==> config.mk <==
export PLATFORM = sky130hd
export DESIGN_NAME = fetch_top
export DESIGN_NICKNAME = d
export VERILOG_FILES = /design/src/fetch_pkg.sv /design/src/fetch_meta_if.sv /design/src/branch_predictor.sv /design/src/fetch_align.sv /design/src/fetch_fifo.sv /design/src/fetch_pc_gen.sv /design/src/fetch_top.sv
export SDC_FILE = /design/constraint.sdc
export NUM_CORES = 1
export LEC_CHECK = 0
export BUFFER_PORTS_ARGS = -buffer_cell sky130_fd_sc_hd__buf_2
export CAP_MARGIN = 20
export CORE_AREA = 2 2 416 418
export DETAILED_ROUTE_END_ITERATION = 10
export DIE_AREA = 0 0 418 420
export GPL_TIMING_DRIVEN = 0
export HOLD_SLACK_MARGIN = 0.05
export PLACE_DENSITY = 0.51
export SYNTH_ARGS = -nofsm -noshare
export SYNTH_HDL_FRONTEND = slang
export SYNTH_SLANG_ARGS = --single-unit
==> constraint.sdc <==
create_clock -name clk_i -period 7.9 [get_ports clk_i]
set_input_delay 0.79 -clock clk_i [delete_from_list [all_inputs] [get_ports clk_i]]
set_output_delay 0.79 -clock clk_i [all_outputs]
set_load 0.01 [all_outputs]
==> src/fetch_pkg.sv <==
package fetch_pkg;

    // address and word widths
    localparam int PC_W    = 32;
    localparam int INSTR_W = 32;

    // byte address
    typedef logic [PC_W-1:0] pc_t;
    // instruction or raw memory word
    typedef logic [INSTR_W-1:0] instr_t;

    // first fetch address out of reset
    localparam pc_t RESET_PC = 32'h0000_0100;

    // response buffer slots, also max reads in flight
    localparam int RSP_DEPTH   = 4;
    // instructions the decoder can absorb before a credit comes back
    localparam int DEC_CREDITS = 4;

    // btb geometry, index taken from word address bits above the byte offset
    localparam int BTB_ENTRIES = 16;
    localparam int BTB_IDX_W   = $clog2(BTB_ENTRIES);
    localparam int BTB_TAG_W   = PC_W - BTB_IDX_W - 2;

    // counter widths, sized to hold the full count
    localparam int RSP_CNT_W = $clog2(RSP_DEPTH + 1);
    localparam int DEC_CNT_W = $clog2(DEC_CREDITS + 1);

    // per-request sideband, travels next to each memory read
    typedef struct packed {
        // word-aligned read address
        pc_t  word_pc;
        // lower halfword is not part of the stream
        logic start_hi;
        logic pred_taken;
        // halfword where the predicted branch begins
        logic pred_slot;
        logic epoch;
    } fetch_meta_t;

endpackage

==> src/fetch_meta_if.sv <==
`timescale 1ns/1ps

interface fetch_meta_if;
    import fetch_pkg::*;

    // request sideband, valid for one cycle per accepted read
    fetch_meta_t meta;
    logic        meta_valid;
    // same cycle as the redirect from execute
    logic        flush;
    // one pulse per response pair leaving the buffer
    logic        credit;

    modport gen (output meta, output meta_valid, output flush, input credit);

    modport align (input meta, input meta_valid, input flush, output credit);

endinterface

==> src/branch_predictor.sv <==
`timescale 1ns/1ps

module branch_predictor (
    input  logic           clk_i,
    input  logic           rstn_i,
    input  fetch_pkg::pc_t lookup_pc_i,
    output logic           hit_o,
    output logic           taken_o,
    output fetch_pkg::pc_t target_o,
    output logic           slot_o,
    input  logic           upd_valid_i,
    input  fetch_pkg::pc_t upd_pc_i,
    input  fetch_pkg::pc_t upd_target_i,
    input  logic           upd_taken_i,
    input  logic           upd_rvc_i
);
    import fetch_pkg::*;

    logic [BTB_ENTRIES-1:0] valid_q;
    logic [BTB_ENTRIES-1:0] slot_q;
    logic [BTB_TAG_W-1:0]   tag_q [BTB_ENTRIES];
    pc_t                    target_q [BTB_ENTRIES];
    logic [1:0]             ctr_q [BTB_ENTRIES];
    logic [BTB_IDX_W-1:0]   rd_idx;
    logic [BTB_IDX_W-1:0]   wr_idx;
    logic [BTB_TAG_W-1:0]   wr_tag;
    logic                   upd_hit;
    logic                   upd_skip;
    logic                   upd_en;
    logic [1:0]             ctr_nxt;

    // lookup by word address, purely combinational
    assign rd_idx   = lookup_pc_i[BTB_IDX_W+1:2];
    assign hit_o    = valid_q[rd_idx] && (tag_q[rd_idx] == lookup_pc_i[PC_W-1:BTB_IDX_W+2]);
    // msb of the counter, weakly or strongly taken
    assign taken_o  = ctr_q[rd_idx][1];
    assign target_o = target_q[rd_idx];
    assign slot_o   = slot_q[rd_idx];

    assign wr_idx = upd_pc_i[BTB_IDX_W+1:2];
    assign wr_tag = upd_pc_i[PC_W-1:BTB_IDX_W+2];
    // hit needs the same branch, so the slot has to match too
    assign upd_hit = valid_q[wr_idx] && (tag_q[wr_idx] == wr_tag) &&
                     (slot_q[wr_idx] == upd_pc_i[1]);
    // 32-bit branch in the upper half crosses the word, never predicted
    assign upd_skip = !upd_rvc_i && upd_pc_i[1];
    // misses only allocate when taken
    assign upd_en = upd_valid_i && !upd_skip && (upd_hit || upd_taken_i);

    // saturating 2-bit counter, fresh entries start weakly taken
    always_comb begin
        ctr_nxt = ctr_q[wr_idx];
        if (!upd_hit) begin
            ctr_nxt = 2'd2;
        end else if (upd_taken_i && ctr_q[wr_idx] != 2'd3) begin
            ctr_nxt = ctr_q[wr_idx] + 2'd1;
        end else if (!upd_taken_i && ctr_q[wr_idx] != 2'd0) begin
            ctr_nxt = ctr_q[wr_idx] - 2'd1;
        end
    end

    always_ff @(posedge clk_i) begin
        if (!rstn_i) begin
            valid_q <= '0;
        end else if (upd_en) begin
            valid_q[wr_idx] <= 1'b1;
        end
    end

    // entry payload
    always_ff @(posedge clk_i) begin
        if (upd_en) begin
            tag_q[wr_idx]  <= wr_tag;
            slot_q[wr_idx] <= upd_pc_i[1];
            ctr_q[wr_idx]  <= ctr_nxt;
            if (upd_taken_i) begin
                target_q[wr_idx] <= upd_target_i;
            end
        end
    end

endmodule

==> src/fetch_align.sv <==
`timescale 1ns/1ps

module fetch_align (
    input  logic              clk_i,
    input  logic              rstn_i,
    input  fetch_pkg::instr_t mem_rsp_data_i,
    input  logic              mem_rsp_valid_i,
    fetch_meta_if.align       meta,
    output fetch_pkg::instr_t dec_instr_o,
    output fetch_pkg::pc_t    dec_pc_o,
    output logic              dec_rvc_o,
    output logic              dec_taken_o,
    output logic              dec_valid_o,
    input  logic              dec_credit_i
);
    import fetch_pkg::*;

    fetch_meta_t          head_meta;
    instr_t               head_word;
    logic                 meta_empty;
    logic                 data_empty;
    logic                 epoch_q;
    logic                 off_q;
    logic                 off_d;
    logic                 carry_v_q;
    logic                 carry_v_d;
    logic                 carry_ld;
    logic [15:0]          carry_lo_q;
    pc_t                  carry_pc_q;
    logic [RSP_CNT_W-1:0] pend_q;
    logic [RSP_CNT_W-1:0] pend_d;
    logic [RSP_CNT_W-1:0] stale_q;
    logic [RSP_CNT_W-1:0] stale_d;
    logic [DEC_CNT_W-1:0] dcred_q;
    logic                 hw_pos;
    logic [15:0]          hw_lo;
    logic [15:0]          hw_hi;
    logic                 drop;
    logic                 has_cred;
    logic                 pop;
    logic                 emit;
    instr_t               instr_d;
    pc_t                  pc_d;
    logic                 rvc_d;
    logic                 taken_d;

    // sideband pushed on request accept, so it always leads its data
    fetch_fifo #(.DEPTH(RSP_DEPTH), .T(fetch_meta_t)) u_meta_fifo (
        .clk_i   (clk_i),
        .rstn_i  (rstn_i),
        .push_i  (meta.meta_valid),
        .data_i  (meta.meta),
        .pop_i   (pop),
        .flush_i (1'b0),
        .data_o  (head_meta),
        .empty_o (meta_empty),
        .full_o  ()
    );

    fetch_fifo #(.DEPTH(RSP_DEPTH), .T(instr_t)) u_data_fifo (
        .clk_i   (clk_i),
        .rstn_i  (rstn_i),
        .push_i  (mem_rsp_valid_i),
        .data_i  (mem_rsp_data_i),
        .pop_i   (pop),
        .flush_i (1'b0),
        .data_o  (head_word),
        .empty_o (data_empty),
        .full_o  ()
    );

    // lower half already used, or never part of the stream
    assign hw_pos   = off_q | head_meta.start_hi;
    assign hw_lo    = head_word[15:0];
    assign hw_hi    = head_word[31:16];
    // one-bit epoch aliases after two redirects, stale count covers that case
    assign drop     = (head_meta.epoch != epoch_q) || (stale_q != '0);
    assign has_cred = (dcred_q != '0);

    always_comb begin
        pop       = 1'b0;
        emit      = 1'b0;
        carry_ld  = 1'b0;
        off_d     = off_q;
        carry_v_d = carry_v_q;
        instr_d   = dec_instr_o;
        pc_d      = dec_pc_o;
        rvc_d     = dec_rvc_o;
        taken_d   = dec_taken_o;
        if (!meta.flush && !data_empty && !meta_empty) begin
            if (drop) begin
                // old path, give the slot back silently
                pop   = 1'b1;
                off_d = 1'b0;
            end else if (carry_v_q) begin
                // finish the instruction split across words
                emit      = has_cred;
                instr_d   = {hw_lo, carry_lo_q};
                pc_d      = carry_pc_q;
                rvc_d     = 1'b0;
                taken_d   = 1'b0;
                carry_v_d = !has_cred;
                off_d     = has_cred;
            end else if (!hw_pos) begin
                emit    = has_cred;
                pc_d    = head_meta.word_pc;
                taken_d = head_meta.pred_taken && !head_meta.pred_slot;
                if (hw_lo[1:0] != 2'b11) begin
                    instr_d = {16'h0000, hw_lo};
                    rvc_d   = 1'b1;
                    // taken branch ends the word
                    pop     = has_cred && taken_d;
                    off_d   = has_cred ? !taken_d : off_q;
                end else begin
                    instr_d = head_word;
                    rvc_d   = 1'b0;
                    pop     = has_cred;
                end
            end else if (hw_hi[1:0] != 2'b11) begin
                emit    = has_cred;
                instr_d = {16'h0000, hw_hi};
                pc_d    = head_meta.word_pc + pc_t'(2);
                rvc_d   = 1'b1;
                taken_d = head_meta.pred_taken && head_meta.pred_slot;
                pop     = has_cred;
                off_d   = has_cred ? 1'b0 : off_q;
            end else begin
                // upper half opens a 32-bit instr, park it
                pop       = 1'b1;
                carry_ld  = 1'b1;
                carry_v_d = 1'b1;
                off_d     = 1'b0;
            end
        end
        if (meta.flush) begin
            off_d     = 1'b0;
            carry_v_d = 1'b0;
        end
    end

    // pairs queued or in flight, all of them stale on a flush
    assign pend_d  = pend_q + RSP_CNT_W'(meta.meta_valid) - RSP_CNT_W'(pop);
    assign stale_d = meta.flush ? pend_d : stale_q - RSP_CNT_W'(pop && stale_q != '0);

    assign meta.credit = pop;

    always_ff @(posedge clk_i) begin
        if (!rstn_i) begin
            epoch_q     <= 1'b0;
            off_q       <= 1'b0;
            carry_v_q   <= 1'b0;
            pend_q      <= '0;
            stale_q     <= '0;
            dcred_q     <= DEC_CNT_W'(DEC_CREDITS);
            dec_valid_o <= 1'b0;
        end else begin
            epoch_q     <= epoch_q ^ meta.flush;
            off_q       <= off_d;
            carry_v_q   <= carry_v_d;
            pend_q      <= pend_d;
            stale_q     <= stale_d;
            dcred_q     <= dcred_q - DEC_CNT_W'(emit) + DEC_CNT_W'(dec_credit_i);
            dec_valid_o <= emit;
        end
    end

    // payload, held while the decoder is out of credits
    always_ff @(posedge clk_i) begin
        if (emit) begin
            dec_instr_o <= instr_d;
            dec_pc_o    <= pc_d;
            dec_rvc_o   <= rvc_d;
            dec_taken_o <= taken_d;
        end
        if (carry_ld) begin
            carry_lo_q <= hw_hi;
            carry_pc_q <= head_meta.word_pc + pc_t'(2);
        end
    end

    // decoder handing back more than it was given would allow an uncredited send
    a_dec_credit: assert property (@(posedge clk_i) disable iff (!rstn_i)
        dcred_q <= DEC_CNT_W'(DEC_CREDITS))
        else $error("fetch_align: decode credit overflow");

endmodule

==> src/fetch_fifo.sv <==
`timescale 1ns/1ps

module fetch_fifo #(
    parameter int  DEPTH = 4,
    parameter type T     = logic [31:0]
) (
    input  logic clk_i,
    input  logic rstn_i,
    input  logic push_i,
    input  T     data_i,
    input  logic pop_i,
    input  logic flush_i,
    output T     data_o,
    output logic empty_o,
    output logic full_o
);

    localparam int PTR_W = (DEPTH > 1) ? $clog2(DEPTH) : 1;
    localparam int CNT_W = $clog2(DEPTH + 1);

    T                 mem_q [DEPTH];
    logic [PTR_W-1:0] wr_ptr_q;
    logic [PTR_W-1:0] rd_ptr_q;
    logic [CNT_W-1:0] cnt_q;

    // pointers, occupancy
    always_ff @(posedge clk_i) begin
        if (!rstn_i || flush_i) begin
            wr_ptr_q <= '0;
            rd_ptr_q <= '0;
            cnt_q    <= '0;
        end else begin
            if (push_i) begin
                wr_ptr_q <= (wr_ptr_q == PTR_W'(DEPTH - 1)) ? '0 : wr_ptr_q + 1'b1;
            end
            if (pop_i) begin
                rd_ptr_q <= (rd_ptr_q == PTR_W'(DEPTH - 1)) ? '0 : rd_ptr_q + 1'b1;
            end
            cnt_q <= cnt_q + CNT_W'(push_i) - CNT_W'(pop_i);
        end
    end

    // storage
    always_ff @(posedge clk_i) begin
        if (push_i) begin
            mem_q[wr_ptr_q] <= data_i;
        end
    end

    // showahead, head entry always on the output
    assign data_o  = mem_q[rd_ptr_q];
    assign empty_o = (cnt_q == '0);
    assign full_o  = (cnt_q == CNT_W'(DEPTH));

    a_no_overflow: assert property (@(posedge clk_i) disable iff (!rstn_i) !(push_i && full_o))
        else $error("fetch_fifo: push while full");

    a_no_underflow: assert property (@(posedge clk_i) disable iff (!rstn_i) !(pop_i && empty_o))
        else $error("fetch_fifo: pop while empty");

endmodule

==> src/fetch_pc_gen.sv <==
`timescale 1ns/1ps

module fetch_pc_gen (
    input  logic           clk_i,
    input  logic           rstn_i,
    input  fetch_pkg::pc_t redirect_pc_i,
    input  logic           redirect_valid_i,
    input  logic           upd_valid_i,
    input  fetch_pkg::pc_t upd_pc_i,
    input  fetch_pkg::pc_t upd_target_i,
    input  logic           upd_taken_i,
    input  logic           upd_rvc_i,
    output fetch_pkg::pc_t mem_req_addr_o,
    output logic           mem_req_valid_o,
    input  logic           mem_req_ready_i,
    fetch_meta_if.gen      meta
);
    import fetch_pkg::*;

    pc_t                  pc_q;
    pc_t                  word_pc;
    pc_t                  next_pc;
    logic                 epoch_q;
    logic                 run_q;
    logic [RSP_CNT_W-1:0] credit_q;
    logic                 accept;
    logic                 bp_hit;
    logic                 bp_taken;
    pc_t                  bp_target;
    logic                 bp_slot;
    logic                 pred_taken;

    branch_predictor u_bp (
        .clk_i        (clk_i),
        .rstn_i       (rstn_i),
        .lookup_pc_i  (pc_q),
        .hit_o        (bp_hit),
        .taken_o      (bp_taken),
        .target_o     (bp_target),
        .slot_o       (bp_slot),
        .upd_valid_i  (upd_valid_i),
        .upd_pc_i     (upd_pc_i),
        .upd_target_i (upd_target_i),
        .upd_taken_i  (upd_taken_i),
        .upd_rvc_i    (upd_rvc_i)
    );

    assign word_pc = {pc_q[PC_W-1:2], 2'b00};
    // branch in the low slot is behind us when the fetch starts high
    assign pred_taken = bp_hit && bp_taken && (bp_slot || !pc_q[1]);
    assign next_pc    = pred_taken ? bp_target : word_pc + pc_t'(4);

    // only issue with a free response slot
    assign mem_req_valid_o = run_q && (credit_q != '0);
    assign mem_req_addr_o  = word_pc;
    assign accept          = mem_req_valid_o && mem_req_ready_i;

    assign meta.meta = '{
        word_pc:    word_pc,
        start_hi:   pc_q[1],
        pred_taken: pred_taken,
        pred_slot:  bp_slot,
        epoch:      epoch_q
    };
    assign meta.meta_valid = accept;
    assign meta.flush      = redirect_valid_i;

    always_ff @(posedge clk_i) begin
        if (!rstn_i) begin
            pc_q     <= RESET_PC;
            epoch_q  <= 1'b0;
            run_q    <= 1'b0;
            credit_q <= RSP_CNT_W'(RSP_DEPTH);
        end else begin
            run_q    <= 1'b1;
            // request accepted this cycle still holds its slot after a redirect
            credit_q <= credit_q - RSP_CNT_W'(accept) + RSP_CNT_W'(meta.credit);
            if (redirect_valid_i) begin
                pc_q    <= redirect_pc_i;
                epoch_q <= ~epoch_q;
            end else if (accept) begin
                pc_q <= next_pc;
            end
        end
    end

    // align must never hand back more slots than exist
    a_credit_max: assert property (@(posedge clk_i) disable iff (!rstn_i)
        credit_q <= RSP_CNT_W'(RSP_DEPTH))
        else $error("fetch_pc_gen: response credit overflow");

endmodule

==> src/fetch_top.sv <==
`timescale 1ns/1ps

module fetch_top (
    input  logic              clk_i,
    input  logic              rstn_i,
    output fetch_pkg::pc_t    mem_req_addr_o,
    output logic              mem_req_valid_o,
    input  logic              mem_req_ready_i,
    input  fetch_pkg::instr_t mem_rsp_data_i,
    input  logic              mem_rsp_valid_i,
    output fetch_pkg::instr_t dec_instr_o,
    output fetch_pkg::pc_t    dec_pc_o,
    output logic              dec_rvc_o,
    output logic              dec_taken_o,
    output logic              dec_valid_o,
    input  logic              dec_credit_i,
    input  fetch_pkg::pc_t    redirect_pc_i,
    input  logic              redirect_valid_i,
    input  logic              upd_valid_i,
    input  fetch_pkg::pc_t    upd_pc_i,
    input  fetch_pkg::pc_t    upd_target_i,
    input  logic              upd_taken_i,
    input  logic              upd_rvc_i
);

    // sideband, flush and slot credits between the two stages
    fetch_meta_if meta_if ();

    fetch_pc_gen u_pc_gen (
        .clk_i            (clk_i),
        .rstn_i           (rstn_i),
        .redirect_pc_i    (redirect_pc_i),
        .redirect_valid_i (redirect_valid_i),
        .upd_valid_i      (upd_valid_i),
        .upd_pc_i         (upd_pc_i),
        .upd_target_i     (upd_target_i),
        .upd_taken_i      (upd_taken_i),
        .upd_rvc_i        (upd_rvc_i),
        .mem_req_addr_o   (mem_req_addr_o),
        .mem_req_valid_o  (mem_req_valid_o),
        .mem_req_ready_i  (mem_req_ready_i),
        .meta             (meta_if.gen)
    );

    fetch_align u_align (
        .clk_i           (clk_i),
        .rstn_i          (rstn_i),
        .mem_rsp_data_i  (mem_rsp_data_i),
        .mem_rsp_valid_i (mem_rsp_valid_i),
        .meta            (meta_if.align),
        .dec_instr_o     (dec_instr_o),
        .dec_pc_o        (dec_pc_o),
        .dec_rvc_o       (dec_rvc_o),
        .dec_taken_o     (dec_taken_o),
        .dec_valid_o     (dec_valid_o),
        .dec_credit_i    (dec_credit_i)
    );

endmodule
**Word-level counts from Yosys, hierarchy flattened**

Memory sizes are Yosys's and may differ from the RTL's. A register that Yosys moved wholly into a read port is not among the register bits.
Cells that the tools add are included.

- Equality and inequality tests: 13
- Reductions and logical operators: 45
- Bitwise logic cells: 6
- Add/sub/neg operators: 19
- $lt $le $gt $ge: 3
- Multiplexer cells: 78

Operators with widths:

| kind | number |
|---|---|
| $mux 32 | 10 |
| $eq 26x26->1 | 2 |
| $mux 1 | 44 |
| $add 32x2->32 const B | 1 |
| $add 32x3->32 const B | 1 |
| $mux 4 | 6 |
| $mux 2 | 11 |
| $logic_and 1x1->1 | 19 |
| $sub 3x1->3 | 6 |
| $bmux 1 s4 | 4 |
| $bwmux 16 | 1 |
| $or 16x16->16 | 1 |
| $add 3x1->3 | 5 |
| $add 2x1->2 const B | 5 |
| $logic_not 1->1 | 10 |
| $lt 4x5->1 const B | 2 |
| $reduce_bool 3->1 | 3 |
| $eq 2x2->1 const B | 4 |
| $reduce_and 4->1 | 2 |
| $reduce_bool 4->1 | 2 |
| $logic_not 3->1 | 2 |
| $ne 2x2->1 const B | 3 |
| $demux 1 s4 | 1 |
| $ge 4x1->1 const B | 1 |
| 13 further kinds | 18 |

- Flip-flop bits (word level): 210
- Memories kept: 5
- RAM bits: 1224
- Output and inout bits: 100
- Word-level logic and storage cells: 194
- Input port bits: 137

Memory list:

| memory | depth | width | rd ports | clocked after memory_dff | wr ports | line | source |
|---|---|---|---|---|---|---|---|
| u_pc_gen.u_bp.target_q | 16 | 32 | 1 | 1 | 1 | branch_predictor.sv:22 | `pc_t target_q [BTB_ENTRIES];` |
| u_pc_gen.u_bp.tag_q | 16 | 26 | 2 | 1 | 1 | branch_predictor.sv:21 | `logic [BTB_TAG_W-1:0] tag_q [BTB_ENTRIES];` |
| u_align.u_meta_fifo.mem_q | 4 | 34 | 1 | 1 | 1 | fetch_fifo.sv:21 | `T mem_q [DEPTH];` |
| u_align.u_data_fifo.mem_q | 4 | 32 | 1 | 1 | 1 | fetch_fifo.sv:21 |  |
| u_pc_gen.u_bp.ctr_q | 16 | 2 | 2 | 1 | 1 | branch_predictor.sv:23 | `logic [1:0] ctr_q [BTB_ENTRIES];` |

**Longest topological paths before layout**

Gate-level depths: netlist of the first run.

- Depth after elaboration: 11
- Gate-level depth with buffers: 16
- Depth with buffers taken out: 15

**By module**

A second synthesis of the first run with hierarchy kept.

- Cells, all modules: 3409
- Area total of the unflattened synthesis: 62801.5 um^2

Modules (own cells, without submodules):

| module | instances | seq. area each (um^2) | area each (um^2) | cells an instance |
|---|---|---|---|---|
| branch_predictor | 1 | 29628.4 | 42440.7 | 1985 |
| fetch_align | 1 | 3683.5 | 6317.3 | 547 |
| fetch_fifo at u_align.u_meta_fifo | 1 | 4504.3 | 5711.7 | 234 |
| fetch_fifo at u_align.u_data_fifo | 1 | 4023.9 | 5121.2 | 213 |
| fetch_pc_gen | 1 | 740.7 | 3210.6 | 430 |

**Least setup slack after synthesis of the first run**

No wires, ideal clock.

- Path type: input to register
- Start point: input upd_pc_i[2]
- End point: memory u_pc_gen.u_bp.ctr_q[10][0] (enable)
- Cell stages on the path: 9
- Buffers on the path: 2
- Setup time: 511 ps
- Slack: 1050 ps
- Arrival: 6339 ps
- Data required time: 7389 ps
- Path through: buf_2 > buf_2 > mux4_2 > mux4_2 > xnor2_1 > nand4_1 > nor4_2 > nand4_2 > a2111oi_1

- Longest elaborated chain between the ends: 8
- Elaborated cells between the ends (all ways): 13
- Classes of those cells: 2 x eq/ne; 6 x mux; 4 x reduce/logical; 1 x memory

Ends and longest elaborated chain:

| what | line | source |
|---|---|---|
| start: declaration | fetch_top.sv:20 | `input fetch_pkg::pc_t upd_pc_i,` |
| $mem_v2 16x26 (tied with other cells) | -- |  |
| $eq 26x26->1 (tied with other cells) | branch_predictor.sv:43 | `assign upd_hit = valid_q[wr_idx] && (tag_q[wr_idx] == wr_tag) &&` |
| $logic_and 1x1->1 / $eq 1x1->1 (equally long branches) | branch_predictor.sv:43, branch_predictor.sv:44 |  |
| $logic_and 1x1->1 | branch_predictor.sv:43 |  |
| $logic_or 1x1->1 | branch_predictor.sv:48 | `assign upd_en = upd_valid_i && !upd_skip && (upd_hit \|\| upd_taken_i);` |
| $logic_and 1x1->1 | branch_predictor.sv:48 |  |
| $mux 1 | branch_predictor.sv:72 | `if (upd_en) begin` |
| $mux 1 (not written as such) | branch_predictor.sv:75 | `ctr_q[wr_idx] <= ctr_nxt;` |
| end: declaration | branch_predictor.sv:23 |  |

Several ways; a longest one is shown, not always the timed one. The select of a mux whose other input is x is not followed.

**Worst setup path in the final report of the first run**

- Start point: input upd_pc_i[3]
- End point: memory u_pc_gen.u_bp.tag_q[14][24] in the netlist's numbering (enable)

- Longest elaborated chain between the ends: 8
- Elaborated cells between the ends (all ways): 13
- Classes of those cells: 2 x eq/ne; 6 x mux; 4 x reduce/logical; 1 x memory

Ends and longest elaborated chain:

| what | line | source |
|---|---|---|
| $mem_v2 16x26 (tied with other cells) | -- |  |
| $eq 26x26->1 (tied with other cells) | branch_predictor.sv:43 |  |
| $logic_and 1x1->1 / $eq 1x1->1 (equally long branches) | branch_predictor.sv:43, branch_predictor.sv:44 |  |
| $logic_and 1x1->1 | branch_predictor.sv:43 |  |
| $logic_or 1x1->1 | branch_predictor.sv:48 |  |
| $logic_and 1x1->1 | branch_predictor.sv:48 |  |
| $mux 1 | branch_predictor.sv:72 |  |
| $mux 1 (not written as such) | branch_predictor.sv:73 | `tag_q[wr_idx] <= wr_tag;` |
| end: declaration | branch_predictor.sv:21 |  |

Several ways; a longest one is shown, not always the timed one. The select of a mux whose other input is x is not followed.

==> results of run 1 <==
sequential cells by signal, indices dropped and copies added, names as in the netlist, 3 cells and up, named ones only:
| name | count |
|---|---|
| u_align.carry_lo_q | 16 |
| u_pc_gen.u_bp.tag_q | 416 |
| u_align.dec_pc_o | 31 |
| u_align.u_meta_fifo.cnt_q | 3 |
| u_align.dec_instr_o | 32 |
| u_pc_gen.u_bp.valid_q | 16 |
| u_pc_gen.u_bp.ctr_q | 32 |
| u_align.u_data_fifo.cnt_q | 3 |
| u_pc_gen.u_bp.slot_q | 16 |
| u_align.u_data_fifo.mem_q | 128 |
| u_align.pend_q | 3 |
| u_align.dcred_q | 3 |
| u_pc_gen.u_bp.target_q | 496 |
| u_align.stale_q | 3 |
| u_align.carry_pc_q | 30 |
| u_pc_gen.pc_q | 31 |
| u_pc_gen.credit_q | 3 |
| u_align.u_meta_fifo.mem_q | 136 |
through the flow:
step	util (%)	TNS (ps)	hold slack (ps)
3_3_place_gp	37.2	-974220	454
6_report	40.9	0	125
2_1_floorplan	-	0	434
3_5_place_dp	38.0	0	459
4_1_cts	40.9	0	59.1
5_1_grt	40.9	0	90.1
layer usage:
| layer | vias to the layer above | share of wire (%) | wire length (um) | global-route usage, % |
|---|---|---|---|---|
| li1 | 13375 | - | - | - |
| met1 | 17185 | 41 | 73700 | 27.0 |
| met2 | 1250 | 49 | 88100 | 33.7 |
| met3 | 326 | 6.0 | 10900 | 3.53 |
| met4 | 24 | 4.5 | 8230 | 9.12 |
| met5 | - | 0.083 | 150 | 0 |
cell families (layout without fill, tap and decap cells):
logic type | after synthesis | count (layout) | synth area share (%)
simple gates | 381 | 381 | 3.28
xor+xnor | 77 | 77 | 1.13
fa+ha+maj | 29 | 29 | 0.671
flops | 1422 | 1422 | 70.1
buf+inv | 255 | 835 | 2.17
mux | 625 | 625 | 20.1
other cells | 1 | 9 | 0.00628
compound gates | 221 | 221 | 2.52
cell usage in the layout, fill, tap and decap left out, types with 11 or more instances in the layout:
cell       instances
a21oi_1           27
a22oi_1           13
a31oi_1           16
a32o_1            17
and2_1            21
and3_1            12
buf_1             26
buf_12            34
buf_2            273
buf_4             61
buf_6             18
clkbuf_1         118
clkbuf_16        159
clkinv_1          38
clkinv_2          20
dfxtp_1           87
edfxtp_1        1335
ha_1              24
inv_1             42
mux2_2            55
mux2i_1          115
mux4_2           455
nand2_1          125
nand3_1           27
nand4_1           25
nor2_1            39
nor2_4            28
nor2b_1           13
nor3_1            20
o21ai_0           56
o21ai_1           11
o22ai_1           12
or3_1             13
xnor2_1           50
xor2_1            27
power by group:
part | internal [mW] | switching, mW
Clock | 3.96 | 3.05
Combinational | 0.867 | 1.18
Sequential | 8.49 | 0.118
Total | 13.3 | 4.34
worst paths after layout:
kind                                       to                     start
setup reg to reg             u_pc_gen.pc_q[5]                 flip-flop
hold reg to reg      u_pc_gen.u_bp.valid_q[4]  u_pc_gen.u_bp.valid_q[4]
setup / recovery  u_pc_gen.u_bp.tag_q[14][24]               upd_pc_i[3]
hold / removal                 u_pc_gen.run_q                    rstn_i
cell type report:
class                   instances  area, um2  share of cell area, %
inverters                      44        165                  0.236
plain buffers                 211       1130                   1.62
diodes                          6       15.0                 0.0215
clock buffers                 198       4140                   5.91
repair buffers                299       2320                   3.32
multi-input cells            1336      16800                   24.0
clock inverters                83        761                   1.09
well taps                    2233       2790                   3.99
flip-flops and latches       1422      41800                   59.8
critical path, stage by stage:
cell and delay, ps:
buf_2 220, clkbuf_1 820, mux4_2 410, mux4_2 470
xnor2_1 480, nand4_1 360, nor4_2 500, nand4_2 390
a2111oi_2 1020, buf_2 370, buf_4 190, buf_2 200
buf_2 230
==> results_dict.tcl, run 1 <==
set metrics [dict create \
    slew_viol_final 0 \
    vias 32160 \
    dpl_cell_area_mm2 0.0650 \
    synth_common_cells "1335 x edfxtp_1, 455 x mux4_2, 125 x nand2_1, 115 x mux2i_1, 87 x dfxtp_1" \
    setup_viol 0 \
    postCtsResizedCells 0 \
    fin_cells 5832 \
    numPortBuffers 226 \
    rsz0062_at_grt "no" \
    hp-class "in -> reg" \
    cts-root-buf "clkbuf_16" \
    worst_slack_ps 1890 \
    slew_headroom_pct 24.8 \
    synth_most_common_cell "edfxtp_1" \
    ff2ff_path_depth 11 \
    fillers 15147 \
    async_flop_share_pct 0 \
    ys_seq_area_share_pct 70.1 \
    synth_seq_cells 1422 \
    reg2reg_setup_slack_ps 2140 \
    p_per_area_mw_per_mm2 252 \
    core_region_area_mm2 0.171 \
    arrival_ps 6490 \
    synth_flop_cell "edfxtp_1" \
    critical_path_class "in -> reg" \
    htree_levels 4 \
    p_leak_nw 22.4 \
    finalClockSkew_ps 35.4 \
    drt_iter0_drc 3515 \
    period_share_pct 76.1 \
    cts_max_path_buffers 3 \
    cts.sinks 1422 \
    cts_tree "yes" \
    grt_pass1_wl_um 254000 \
    synth_enable_flop_cells 1335 \
    hold_viol_final 0 \
    grt_max_degree 31 \
    dpl.hpwl_um 124000 \
    irDropWorstVdd_uv 217 \
    end_kind "flip-flop" \
    cp-start-kind "input port" \
    synth_cell_types 74 \
    dp_cells 5541 \
    synth_top_area_cell "edfxtp_1" \
    die_w_um 418 \
    ctsHoldBuffers 0 \
    via_per_inst 5.51 \
    synth.area.top_cells "edfxtp_1 67%, mux4_2 17%, dfxtp_1 2.9%" \
    synth_warnings 0 \
    maxCapViolations 0 \
    power_mw 17.7 \
    insertion_delay_ps 810 \
    synth.top_cell.area_share_pct 67.2 \
    grt.total_usage_pct 20.6 \
    postCtsSetupBuffers 0 \
    grt_overflow 0 \
    drtAntennaViolNets 0 \
    whs_path_depth 1 \
    synth_area_mm2 0.0597 \
    min_period_ps 6010 \
    start_util_pct 34.9 \
    nNetsFinal 3636 \
    critical_path_required_ps 8380 \
    path_max_fanout 10 \
    pin_count 237 \
    status "finished clean" \
    dieArea_mm2 0.176 \
    fmax_mhz 166 \
    grt_pass1_vias 32843 \
    rows 152 \
    finalInstanceArea_mm2 0.0700 \
    area_growth_pct 17.2 \
    avgSynthCellArea_um2 19.8 \
    syn_inst 3011 \
    wl_per_cell_um 31.0 \
    drive_above_1_share_pct 33.0 \
    routed_wl_um 181000 \
    antenna_found_initial 34 \
    worst_pin_slew_ps 1130 \
    cts_buffers 156 \
    die_height_um 420 \
    dpl_worst_slack_ps 1130 \
    route.detailed.drc 0 \
    first_pass_iters 5 \
    place.gp.congestion 0.851 \
    clkTransAtPathRegs_ps 60 \
]
(Power assumes the default switching activity.)
==> run 2: changes to the inputs <==
==> constraint.sdc (replaced) <==
create_clock -name clk_i -period 5.9 [get_ports clk_i]
set_input_delay 0.59 -clock clk_i [delete_from_list [all_inputs] [get_ports clk_i]]
set_output_delay 0.59 -clock clk_i [all_outputs]
set_load 0.01 [all_outputs]
==> run 2 against run 1 <==
Net effect: the flow now finishes with violations (negative setup slack); global-route usage grew 0.11 points; clock power grew 37%; critical path depth shrank 1; sequential share of layout area shrank 0.64 points; cell area grew 1.1%; via count grew 0.44%; first-iteration DRC count shrank 1.0%; routed wire length grew 0.71%; largest cell class unchanged; highest routed layer unchanged.
==> results_dict.tcl, run 2 (synthesis results as in run 1) <==
set metrics [dict create \
    slew_headroom_pct 25.2 \
    numPortBuffers 226 \
    critical_path_class "in -> reg" \
    drive_above_1_share_pct 32.6 \
    mostFrequentLayoutCells "1335 x edfxtp_1, 455 x mux4_2, 271 x buf_2" \
    fmax_mhz 169 \
    seqCellArea_mm2 0.0418 \
    grt_max_degree 27 \
    mostFrequentLayoutCell "edfxtp_1" \
    comb_power_share_pct 11.6 \
    dieArea_mm2 0.176 \
    insertion_delay_ps 830 \
    nNetsFinal 3690 \
    top_register "u_pc_gen.u_bp.target_q" \
    place.gp.congestion 0.896 \
    dpl.hpwl_um 125000 \
    p_clk_share_pct 40.1 \
    wl_per_cell_um 30.9 \
    p_sw_mw 5.90 \
    hp-class "in -> reg" \
    grt.total_usage_pct 20.7 \
    htree_levels 4 \
    status "finished with violations" \
    p_seq_share_pct 48.3 \
    grt_pass1_vias 32901 \
    grt_overflow 0 \
    worst_pin_slew_ps 1120 \
    cts_tree "yes" \
    p_per_area_mw_per_mm2 338 \
    start_util_pct 34.9 \
    slew_viol_final 0 \
    die_w_um 418 \
    dpl_worst_slack_ps -643 \
    worst_slack_ps -16.8 \
    drt_iter0_drc 3479 \
    drtAntennaViolNets 0 \
    clkTransAtPathRegs_ps 70 \
    postCtsSetupBuffers 0 \
    fillers 15074 \
    route.detailed.drc 0 \
    finalSetupTns_ps -51.9 \
    setup_viol 4 \
    rows 152 \
    violations "negative setup slack" \
    arrival_ps 6380 \
    path_max_fanout 15 \
    end_kind "flip-flop" \
    switching_share_pct 24.7 \
    finalHoldWorstSlack_ps 121 \
    via_per_inst 5.48 \
    multi_input_area_mm2 0.0168 \
    vias 32300 \
    power_mw 23.9 \
    cts.sinks 1422 \
    cts_max_path_buffers 3 \
    largest_reg_flops 496 \
    cp-start-kind "input port" \
    crit_slowest_cell "nor2_4" \
    first_pass_iters 6 \
    area_growth_pct 18.5 \
    reg.largest.list "u_pc_gen.u_bp.target_q: 496 flops, u_pc_gen.u_bp.tag_q: 416 flops, u_align.u_meta_fifo.mem_q: 136 flops" \
    min_period_ps 5920 \
    crit_chain "buf_2 -> clkbuf_1 -> mux4_2 -> mux4_2 -> xnor2_1 -> nand4_1 -> nor4_2 -> nand4_2 -> a21oi_1 -> nand3_1 -> nor2_4 -> buf_12" \
    rsz0062_at_grt "no" \
    p_leak_nw 22.7 \
    internal-power_mw 18.0 \
    critical_path_required_ps 6360 \
    die_height_um 420 \
    period_share_pct 100 \
    antenna_found_initial 32 \
    cts_buffers 156 \
    hold_viol_final 0 \
    routed_wl_um 182000 \
    pin_count 237 \
    cts-root-buf "clkbuf_16" \
    core_region_area_mm2 0.171 \
    maxCapViolations 0 \
    slowest_delay_ps 900 \
    crit_top_cell "mux4_2" \
    grt_pass1_wl_um 255000 \
    finalClockSkew_ps 72.5 \
    irDropWorstVdd_uv 306 \
]
[run 2: cell types whose count changed in the layout (fill, tap and decap cells not counted), sizes merged]
cell / before / now
clkinvlp: 3 / 5
dlygate4sd3: 0 / 54
clkbuf: 279 / 287
diode: 6 / 9
clkinv: 65 / 63
bufinv: 7 / 9
inv: 52 / 47
[run 2: routing by layer]
layer / track usage [%] / wire, um / vias up
li1: - / - / 13471
met1: 26.5 / 73900 / 17308
met2: 34.5 / 89600 / 1171
met3: 3.54 / 10100 / 328
met4: 9.36 / 8630 / 22
met5: 0 / 138 / -
[run 2: area by class of cell]
class | count | area share (%)
Clock inverter | 80 | 1.25
Antenna cell | 9 | 0.0318
Multi-Input combinational cell | 1336 | 23.8
Timing Repair Buffer | 353 | 4.15
Tap cell | 2233 | 3.95
Inverter | 44 | 0.233
Clock buffer | 206 | 5.87
Sequential cell | 1422 | 59.1
Buffer | 211 | 1.60
[run 2: power by group through the flow]
stage,clock network [mW],registers (mW),logic (mW)
floorplan,0,11.7,1.70
global placement,0,11.8,2.68
detailed placement,0,11.7,2.76
CTS,9.78,11.5,2.80
global route,10.2,11.6,2.97
finish,9.58,11.5,2.77
[run 2: repair_timing]
| action | in CTS | in global routing |
|---|---|---|
| hold buffers | 54 | 0 |
| hold endpoints to repair | 150 | 0 |
| gates resized for setup | 0 | 0 |
[run 2: through the flow]
| stage | cells | utilization, % | area, um2 |
|---|---|---|---|
| global route | 5890 | 41.4 | 70700 |
| detailed placement | 5542 | 38.1 | 65100 |
| CTS | 5882 | 41.3 | 70700 |
| global placement | 5472 | 37.2 | 63600 |
| finish | 5894 | 41.4 | 70700 |
| floorplan | 3013 | - | 59700 |
[run 2: path summary, 6_finish.rpt]
| check | slack [ps] | cells past startpoint | start | endpoint |
|---|---|---|---|---|
| max | -20 | 12 | upd_pc_i[3] | u_pc_gen.u_bp.tag_q[3][19] |
| min | 120 | 2 | redirect_pc_i[7] | u_pc_gen.pc_q[7] |
| max reg2reg | 280 | 11 | flip-flop | flip-flop |
| min reg2reg | 470 | 2 | u_pc_gen.u_bp.valid_q[13] | u_pc_gen.u_bp.valid_q[13] |
[run 2: critical path, delay by kind of cell]
family	cells	cell delay, ps
multiplexers	2	910
AND/OR/NAND/NOR	5	2620
AO/OA/AOI/OAI	1	370
buffers and inverters	3	1370
XOR/XNOR	1	460
